### src/boot_rom.hex
// Boot ROM image, one hex byte per line, ROM offset 00 first
// Offsets 1A to 1F hold the NMI, RESET and IRQ vectors
78
D8
A2
FF
9A
A9
00
8D
10
C0
A9
20
8D
00
C0
A9
00
8D
01
C0
A9
03
8D
02
C0
58
00
F0
00
F0
00
F0

### src/hdl/soc_pkg.sv
package soc_pkg;

    // CPU side bus, sampled on clk_2
    typedef struct packed {
        logic [15:0] addr;
        logic [7:0]  wdata;
        logic        rwb;    // 1 read, 0 write
    } cpu_bus_t;

    typedef enum logic [2:0] {
        REGION_NONE,
        REGION_ROM,
        REGION_TIMER,
        REGION_MULT,
        REGION_IRQ
    } region_e;

    // Memory map
    localparam logic [15:0] ROM_BASE   = 16'hF000;    // Window up to FFFF

    localparam logic [15:0] TIMER_BASE = 16'hC000;
    localparam logic [15:0] TIMER_SIZE = 16'd4;

    localparam logic [15:0] MULT_BASE  = 16'hC008;
    localparam logic [15:0] MULT_SIZE  = 16'd8;

    localparam logic [15:0] IRQ_BASE   = 16'hC010;
    localparam logic [15:0] IRQ_SIZE   = 16'd2;

    // Peripherals see only their offset bits, so each
    // block must sit on a boundary of its own size

endpackage

### src/hdl/bus_decode.sv
`timescale 1ns/1ps

module bus_decode (
    input  logic              clk_2,
    input  logic              i_reset,
    input  soc_pkg::cpu_bus_t i_bus,
    output logic              o_rom_cs,
    output logic              o_timer_cs,
    output logic              o_mult_cs,
    output logic              o_irq_cs,
    input  logic [7:0]        i_rom_rdata,
    input  logic [7:0]        i_timer_rdata,
    input  logic [7:0]        i_mult_rdata,
    input  logic [7:0]        i_irq_rdata,
    output logic [7:0]        o_rdata
);
    import soc_pkg::*;

    region_e region;
    region_e region_q;    // Region of the read issued last cycle

    always_comb begin
        region = REGION_NONE;
        if (i_bus.addr >= ROM_BASE)
            region = REGION_ROM;
        else if (i_bus.addr >= TIMER_BASE && i_bus.addr < TIMER_BASE + TIMER_SIZE)
            region = REGION_TIMER;
        else if (i_bus.addr >= MULT_BASE && i_bus.addr < MULT_BASE + MULT_SIZE)
            region = REGION_MULT;
        else if (i_bus.addr >= IRQ_BASE && i_bus.addr < IRQ_BASE + IRQ_SIZE)
            region = REGION_IRQ;
    end

    assign o_rom_cs   = (region == REGION_ROM);
    assign o_timer_cs = (region == REGION_TIMER);
    assign o_mult_cs  = (region == REGION_MULT);
    assign o_irq_cs   = (region == REGION_IRQ);

    always_ff @(posedge clk_2) begin
        if (i_reset)
            region_q <= REGION_NONE;
        else
            region_q <= i_bus.rwb ? region : REGION_NONE;
    end

    always_comb begin
        case (region_q)
            REGION_ROM:   o_rdata = i_rom_rdata;
            REGION_TIMER: o_rdata = i_timer_rdata;
            REGION_MULT:  o_rdata = i_mult_rdata;
            REGION_IRQ:   o_rdata = i_irq_rdata;
            default:      o_rdata = 8'h00;    // Unmapped reads as 0
        endcase
    end

endmodule

### src/hdl/boot_rom.sv
`timescale 1ns/1ps

module boot_rom #(
    parameter int ROM_ADDR_WIDTH = 5
) (
    input  logic              clk_2,
    input  logic              i_cs,
    input  soc_pkg::cpu_bus_t i_bus,
    output logic [7:0]        o_rdata
);

    logic [7:0] rom_mem [0:(2**ROM_ADDR_WIDTH)-1];

    initial begin
        $readmemh("/design/src/boot_rom.hex", rom_mem);
    end

    // Upper address bits are ignored, so the image repeats across the window
    always_ff @(posedge clk_2) begin
        if (i_cs && i_bus.rwb) begin
            o_rdata <= rom_mem[i_bus.addr[ROM_ADDR_WIDTH-1:0]];
        end
    end

endmodule

### src/hdl/interval_timer.sv
`timescale 1ns/1ps

module interval_timer (
    input  logic              clk_2,
    input  logic              i_reset,
    input  logic              i_cs,
    input  soc_pkg::cpu_bus_t i_bus,
    output logic [7:0]        o_rdata,
    output logic              o_irqb
);

    logic [15:0] reload;
    logic [15:0] count;
    logic        enable;
    logic        irq_enable;
    logic        expired;

    logic [1:0]  reg_sel;
    logic        wr_en;
    logic        rd_en;
    logic        wrap;

    assign reg_sel = i_bus.addr[1:0];
    assign wr_en   = i_cs && !i_bus.rwb;
    assign rd_en   = i_cs && i_bus.rwb;
    assign wrap    = enable && (count == 16'd0);    // Expiry edge

    always_ff @(posedge clk_2) begin
        if (i_reset) begin
            reload     <= '0;
            count      <= '0;
            enable     <= 1'b0;
            irq_enable <= 1'b0;
            expired    <= 1'b0;
        end else begin
            if (wrap)
                count <= reload;
            else if (enable)
                count <= count - 16'd1;

            if (wrap)
                expired <= 1'b1;    // A new expiry beats a clear in the same cycle
            else if (wr_en && reg_sel == 2'd3 && i_bus.wdata[0])
                expired <= 1'b0;

            if (wr_en) begin
                case (reg_sel)
                    2'd0: reload[7:0]  <= i_bus.wdata;
                    2'd1: reload[15:8] <= i_bus.wdata;
                    2'd2: begin
                        enable     <= i_bus.wdata[0];
                        irq_enable <= i_bus.wdata[1];
                        if (i_bus.wdata[0])
                            count <= reload;    // Restart from reload
                    end
                    default: ;
                endcase
            end
        end
    end

    always_ff @(posedge clk_2) begin
        if (rd_en) begin
            case (reg_sel)
                2'd0:    o_rdata <= reload[7:0];
                2'd1:    o_rdata <= reload[15:8];
                2'd2:    o_rdata <= {6'b0, irq_enable, enable};
                default: o_rdata <= {7'b0, expired};
            endcase
        end
    end

    assign o_irqb = ~(expired & irq_enable);

endmodule

### src/hdl/multiplier.sv
`timescale 1ns/1ps

module multiplier (
    input  logic              clk_2,
    input  logic              i_reset,
    input  logic              i_cs,
    input  soc_pkg::cpu_bus_t i_bus,
    output logic [7:0]        o_rdata
);

    logic [15:0] op_a;
    logic [15:0] op_b;
    logic [31:0] product;
    logic [2:0]  reg_sel;

    assign reg_sel = i_bus.addr[2:0];
    assign product = op_a * op_b;    // Unsigned, no pipeline

    always_ff @(posedge clk_2) begin
        if (i_reset) begin
            op_a <= '0;
            op_b <= '0;
        end else if (i_cs && !i_bus.rwb) begin
            case (reg_sel)
                3'd0:    op_a[7:0]  <= i_bus.wdata;
                3'd1:    op_a[15:8] <= i_bus.wdata;
                3'd2:    op_b[7:0]  <= i_bus.wdata;
                3'd3:    op_b[15:8] <= i_bus.wdata;
                default: ;    // Product bytes are read-only
            endcase
        end
    end

    always_ff @(posedge clk_2) begin
        if (i_cs && i_bus.rwb) begin
            case (reg_sel)
                3'd0: o_rdata <= op_a[7:0];
                3'd1: o_rdata <= op_a[15:8];
                3'd2: o_rdata <= op_b[7:0];
                3'd3: o_rdata <= op_b[15:8];
                3'd4: o_rdata <= product[7:0];
                3'd5: o_rdata <= product[15:8];
                3'd6: o_rdata <= product[23:16];
                3'd7: o_rdata <= product[31:24];
            endcase
        end
    end

endmodule

### src/hdl/interrupt_controller.sv
`timescale 1ns/1ps

module interrupt_controller #(
    parameter int IRQ_COUNT = 2
) (
    input  logic                 clk_2,
    input  logic                 i_reset,
    input  logic                 i_cs,
    input  soc_pkg::cpu_bus_t    i_bus,
    input  logic [IRQ_COUNT-1:0] i_src_irqb,
    output logic [7:0]           o_rdata,
    output logic                 o_irqb
);

    logic [IRQ_COUNT-1:0] mask;
    logic [IRQ_COUNT-1:0] pending;
    logic                 reg_sel;

    assign reg_sel = i_bus.addr[0];

    // Raw source state, the mask does not hide it
    assign pending = ~i_src_irqb;

    always_ff @(posedge clk_2) begin
        if (i_reset) begin
            mask <= '0;
        end else if (i_cs && !i_bus.rwb && reg_sel == 1'b0) begin
            mask <= i_bus.wdata[IRQ_COUNT-1:0];
        end
    end

    always_ff @(posedge clk_2) begin
        if (i_cs && i_bus.rwb) begin
            if (reg_sel)
                o_rdata <= 8'(pending);
            else
                o_rdata <= 8'(mask);
        end
    end

    // Any unmasked low source pulls the CPU line low
    assign o_irqb = ~|(pending & mask);

endmodule

### src/hdl/soc_core.sv
`timescale 1ns/1ps

module soc_core #(
    parameter int ROM_ADDR_WIDTH = 5,
    parameter int IRQ_COUNT      = 2
) (
    input  logic              clk_2,
    input  logic              i_reset,
    input  soc_pkg::cpu_bus_t i_bus,
    input  logic              i_ext_irqb,
    output logic [7:0]        o_rdata,
    output logic              o_irqb
);

    logic rom_cs;
    logic timer_cs;
    logic mult_cs;
    logic irq_cs;

    logic [7:0] rom_rdata;
    logic [7:0] timer_rdata;
    logic [7:0] mult_rdata;
    logic [7:0] irq_rdata;

    logic                 timer_irqb;
    logic [IRQ_COUNT-1:0] src_irqb;

    // Unused sources sit inactive
    always_comb begin
        src_irqb    = '1;
        src_irqb[0] = timer_irqb;
        src_irqb[1] = i_ext_irqb;
    end

    bus_decode bus_decode_i (
        .clk_2         (clk_2),
        .i_reset       (i_reset),
        .i_bus         (i_bus),
        .o_rom_cs      (rom_cs),
        .o_timer_cs    (timer_cs),
        .o_mult_cs     (mult_cs),
        .o_irq_cs      (irq_cs),
        .i_rom_rdata   (rom_rdata),
        .i_timer_rdata (timer_rdata),
        .i_mult_rdata  (mult_rdata),
        .i_irq_rdata   (irq_rdata),
        .o_rdata       (o_rdata)
    );

    boot_rom #(.ROM_ADDR_WIDTH(ROM_ADDR_WIDTH)) boot_rom_i (
        .clk_2(clk_2), .i_cs(rom_cs), .i_bus(i_bus), .o_rdata(rom_rdata)
    );

    interval_timer interval_timer_i (
        .clk_2(clk_2), .i_reset(i_reset), .i_cs(timer_cs), .i_bus(i_bus),
        .o_rdata(timer_rdata), .o_irqb(timer_irqb)
    );

    multiplier multiplier_i (
        .clk_2(clk_2), .i_reset(i_reset), .i_cs(mult_cs), .i_bus(i_bus),
        .o_rdata(mult_rdata)
    );

    interrupt_controller #(.IRQ_COUNT(IRQ_COUNT)) interrupt_controller_i (
        .clk_2(clk_2), .i_reset(i_reset), .i_cs(irq_cs), .i_bus(i_bus),
        .i_src_irqb(src_irqb), .o_rdata(irq_rdata), .o_irqb(o_irqb)
    );

endmodule

### config.mk
export PLATFORM = sky130hd
export DESIGN_NAME = soc_core
export DESIGN_NICKNAME = d
export VERILOG_FILES = /design/src/hdl/soc_pkg.sv /design/src/hdl/bus_decode.sv /design/src/hdl/boot_rom.sv /design/src/hdl/interval_timer.sv /design/src/hdl/multiplier.sv /design/src/hdl/interrupt_controller.sv /design/src/hdl/soc_core.sv
export SDC_FILE = /design/constraint.sdc
export NUM_CORES = 1
export LEC_CHECK = 0
export BUFFER_PORTS_ARGS = -buffer_cell sky130_fd_sc_hd__buf_4
export CAP_MARGIN = 20
export CORE_MARGIN = 4
export CORE_UTILIZATION = 40
export DETAILED_ROUTE_END_ITERATION = 8
export PLACE_DENSITY_LB_ADDON = 0.15
export REMOVE_ABC_BUFFERS = 1
export SYNTH_ARGS = -nofsm -noshare
export SYNTH_HDL_FRONTEND = slang
export SYNTH_HIERARCHICAL = 1
export SYNTH_SLANG_ARGS = --single-unit
### constraint.sdc
create_clock -name clk_2 -period 8.8 [get_ports clk_2]
set_input_delay 0.88 -clock clk_2 [delete_from_list [all_inputs] [get_ports clk_2]]
set_output_delay 0.88 -clock clk_2 [all_outputs]
set_load 0.01 [all_outputs]
==> impl_metrics.env <==
export IMPL_status="finished, final reports clean"
export IMPL_first_global_vias=11188
export IMPL_fin_ws_ns=1.72
export IMPL_io_buffers=36
export IMPL_grt_pass1_wl_um=63200
export IMPL_start_util_pct=40.5
export IMPL_cp_arrival_ns=7.17
export IMPL_regArea_um2=1980
export IMPL_hold_ws_ns=0.484
export IMPL_fin_nets=1887
export IMPL_layout_common_cells="inv_1 (253), nand2_1 (233), fa_1 (194), and2_1 (119), ha_1 (106)"
export IMPL_finalCritPeriodShare_pct=80.5
export IMPL_crit_type="reg -> reg"
export IMPL_vdd_drop_max_mv=0.0867
export IMPL_hold_buffers=0
export IMPL_die_area_um2=37000
export IMPL_grt_max_degree=73
export IMPL_cts_made_buffers=9
export IMPL_max_stage_delay_ns=1.00
export IMPL_cts_root_buf="clkbuf_16"
export IMPL_drive_gt1_share_pct=6.39
export IMPL_cp_cell_sequence="nand2_1, fa_1, inv_1, fa_1, inv_1, fa_1, inv_1, fa_1, fa_1, inv_1, fa_1, inv_1, ha_1, nand4_1, o22ai_1, a211oi_1, and2_1, o21ai_1, mux2i_1, a221oi_1, nor2_1"
export IMPL_maxSlewHeadroom_pct=23.1
export IMPL_maxCapViolCount=0
export IMPL_start_kind="register"
export IMPL_finalMaxSlewViolations=0
export IMPL_wirelength_um=39400
export IMPL_netlist_area_um2=13600
export IMPL_worstMarginPinSlew_ns=1.15
export IMPL_n_fill_cell=3458
export IMPL_setup_violations_final=0
export IMPL_period_needed_ns=7.08
export IMPL_end_kind="register"
export IMPL_area_delta_synth_final_pct=5.76
export IMPL_hpwl_um=29700
export IMPL_die_w_um=192
export IMPL_tritoncts="built"
export IMPL_r2r_cells=21
export IMPL_grt_util_all_layers_pct=22.1
export IMPL_avgViaCountPerCell=5.32
export IMPL_cts_setup_buffers=0
export IMPL_core_um2=33500
export IMPL_rsz0062_at_grt="false"
export IMPL_powerDensity_nw_per_um2=59.8
export IMPL_clkLatencyLatePin_ns=0.35
export IMPL_cts_num_sinks=90
export IMPL_cts_resized=0
export IMPL_path_clk_slew_ns=0.07
export IMPL_rr_endpoint="multiplier_i/o_rdata[3]$_DFFE_PP_"
export IMPL_firstDrtPassIters=5
export IMPL_finClkSkew_ns=0.0119
export IMPL_synth_cells=1588
export IMPL_hold_violations=0
export IMPL_htree_levels=3
export IMPL_r2r_start="multiplier_i/op_a[5]$_SDFFE_PP0P_"
export IMPL_crit_fanout=18
export IMPL_clock_path_buffers=2
export IMPL_vias=10712
export IMPL_ant_nets=0
export IMPL_preCtsSetupSlack_ns=1.84
export IMPL_hold_path_class="reg -> reg"
export IMPL_post_route_util_pct=42.9
export IMPL_hold_path_depth=2
export IMPL_routabilityCongestion=0.968
export IMPL_pin_count=37
export IMPL_antenna_found_initial=1
export IMPL_wl_per_cell_um=19.6
export IMPL_p_leak_nw=6.63
export IMPL_hp_start="interval_timer_i/reload[13]$_SDFFE_PP0P_"
export IMPL_rows=67
export IMPL_drc=0
export IMPL_avgSynthCellArea_um2=8.56
export IMPL_regToRegSetupSlack_ns=1.72
export IMPL_fmax_ghz=0.141
export IMPL_grt_overflow=0
export IMPL_antennaDiodeCount=0
export IMPL_drtIter0Drc=614
export IMPL_final_common_cell="inv_1"
export IMPL_holdPathEnd="interval_timer_i/reload[13]$_SDFFE_PP0P_"
export IMPL_ys_warn_count=6
export IMPL_slowest_stage="dfxtp_1"
export IMPL_cp_required_ns=8.89
export IMPL_crit_top_cell="fa_1"
export IMPL_fp_dieH_um=192
export IMPL_finalSetupTns_ns=0
export IMPL_multi_input_area_um2=10300
## flip-flops by register name (all words and copies together), names as in the netlist
name	flops
multiplier_i/op_a	16
interval_timer_i/enable	1
interval_timer_i/expired	1
multiplier_i/o_rdata	8
interrupt_controller_i/o_rdata	2
interval_timer_i/reload	16
bus_decode_i/region_q	3
interval_timer_i/irq_enable	1
interval_timer_i/o_rdata	8
interval_timer_i/count	16
interrupt_controller_i/mask	2
multiplier_i/op_b	16
## routing by layer
metal  up-vias  track usage [%]  part of all wire (%)  routed length, µm
met5         -                0                     0                  0
met4         0             5.65                   2.3                913
met3        52             2.79                   4.5               1780
met2       268             37.2                    48              19000
met1      5387             30.1                    45              17700
li1       5005                -                     -                  -
## through the flow
step / power [mW] / cells / area [µm²]
finish: 0.860 / 2012 / 14400
global route: 0.894 / 2012 / 14400
CTS: 0.874 / 2011 / 14400
detailed placement: 0.484 / 1995 / 14100
global placement: 0.484 / 1995 / 14100
floorplan: 0.447 / 1503 / 13200
## worst max-delay path, delay by kind of cell, from the launching register on
family,cells,cell delay (ns)
simple gates,4,0.73
flops,1,1.00
mux,1,0.21
compound gates,4,1.05
buf+inv,5,0.26
fa+ha+maj,7,3.56
## power by group
| group | switching [mW] | internal (mW) | leakage [nW] | total [mW] |
|---|---|---|---|---|
| Combinational | 0.0377 | 0.0180 | 5.73 | 0.0557 |
| Sequential | 0.0000634 | 0.419 | 0.758 | 0.419 |
| Clock | 0.184 | 0.201 | 0.137 | 0.385 |
## final cells by class
type | count | area share (%)
Inverter | 253 | 6.60
Clock buffer | 10 | 1.62
Tap cell | 448 | 3.90
Sequential cell | 90 | 13.8
Timing Repair Buffer | 45 | 2.35
Multi-Input combinational cell | 1160 | 71.4
Clock inverter | 6 | 0.383
## how the worst max path moves through the flow
| stage | endpoint | slack, ns | startpoint |
|---|---|---|---|
| global route | multiplier_i/o_rdata[7]$_DFFE_PP_ | 1.50 | multiplier_i/op_a[6]$_SDFFE_PP0P_ |
| global placement | multiplier_i/o_rdata[7]$_DFFE_PP_ | 1.83 | multiplier_i/op_a[5]$_SDFFE_PP0P_ |
| finish | multiplier_i/o_rdata[3]$_DFFE_PP_ | 1.72 | multiplier_i/op_a[5]$_SDFFE_PP0P_ |
| detailed placement | multiplier_i/o_rdata[7]$_DFFE_PP_ | 1.84 | multiplier_i/op_a[5]$_SDFFE_PP0P_ |
| floorplan | multiplier_i/o_rdata[3]$_DFFE_PP_ | 2.92 | multiplier_i/op_b[9]$_SDFFE_PP0P_ |
| CTS | multiplier_i/o_rdata[7]$_DFFE_PP_ | 1.83 | multiplier_i/op_a[6]$_SDFFE_PP0P_ |
No activity file was read; power rests on OpenSTA's default activity.
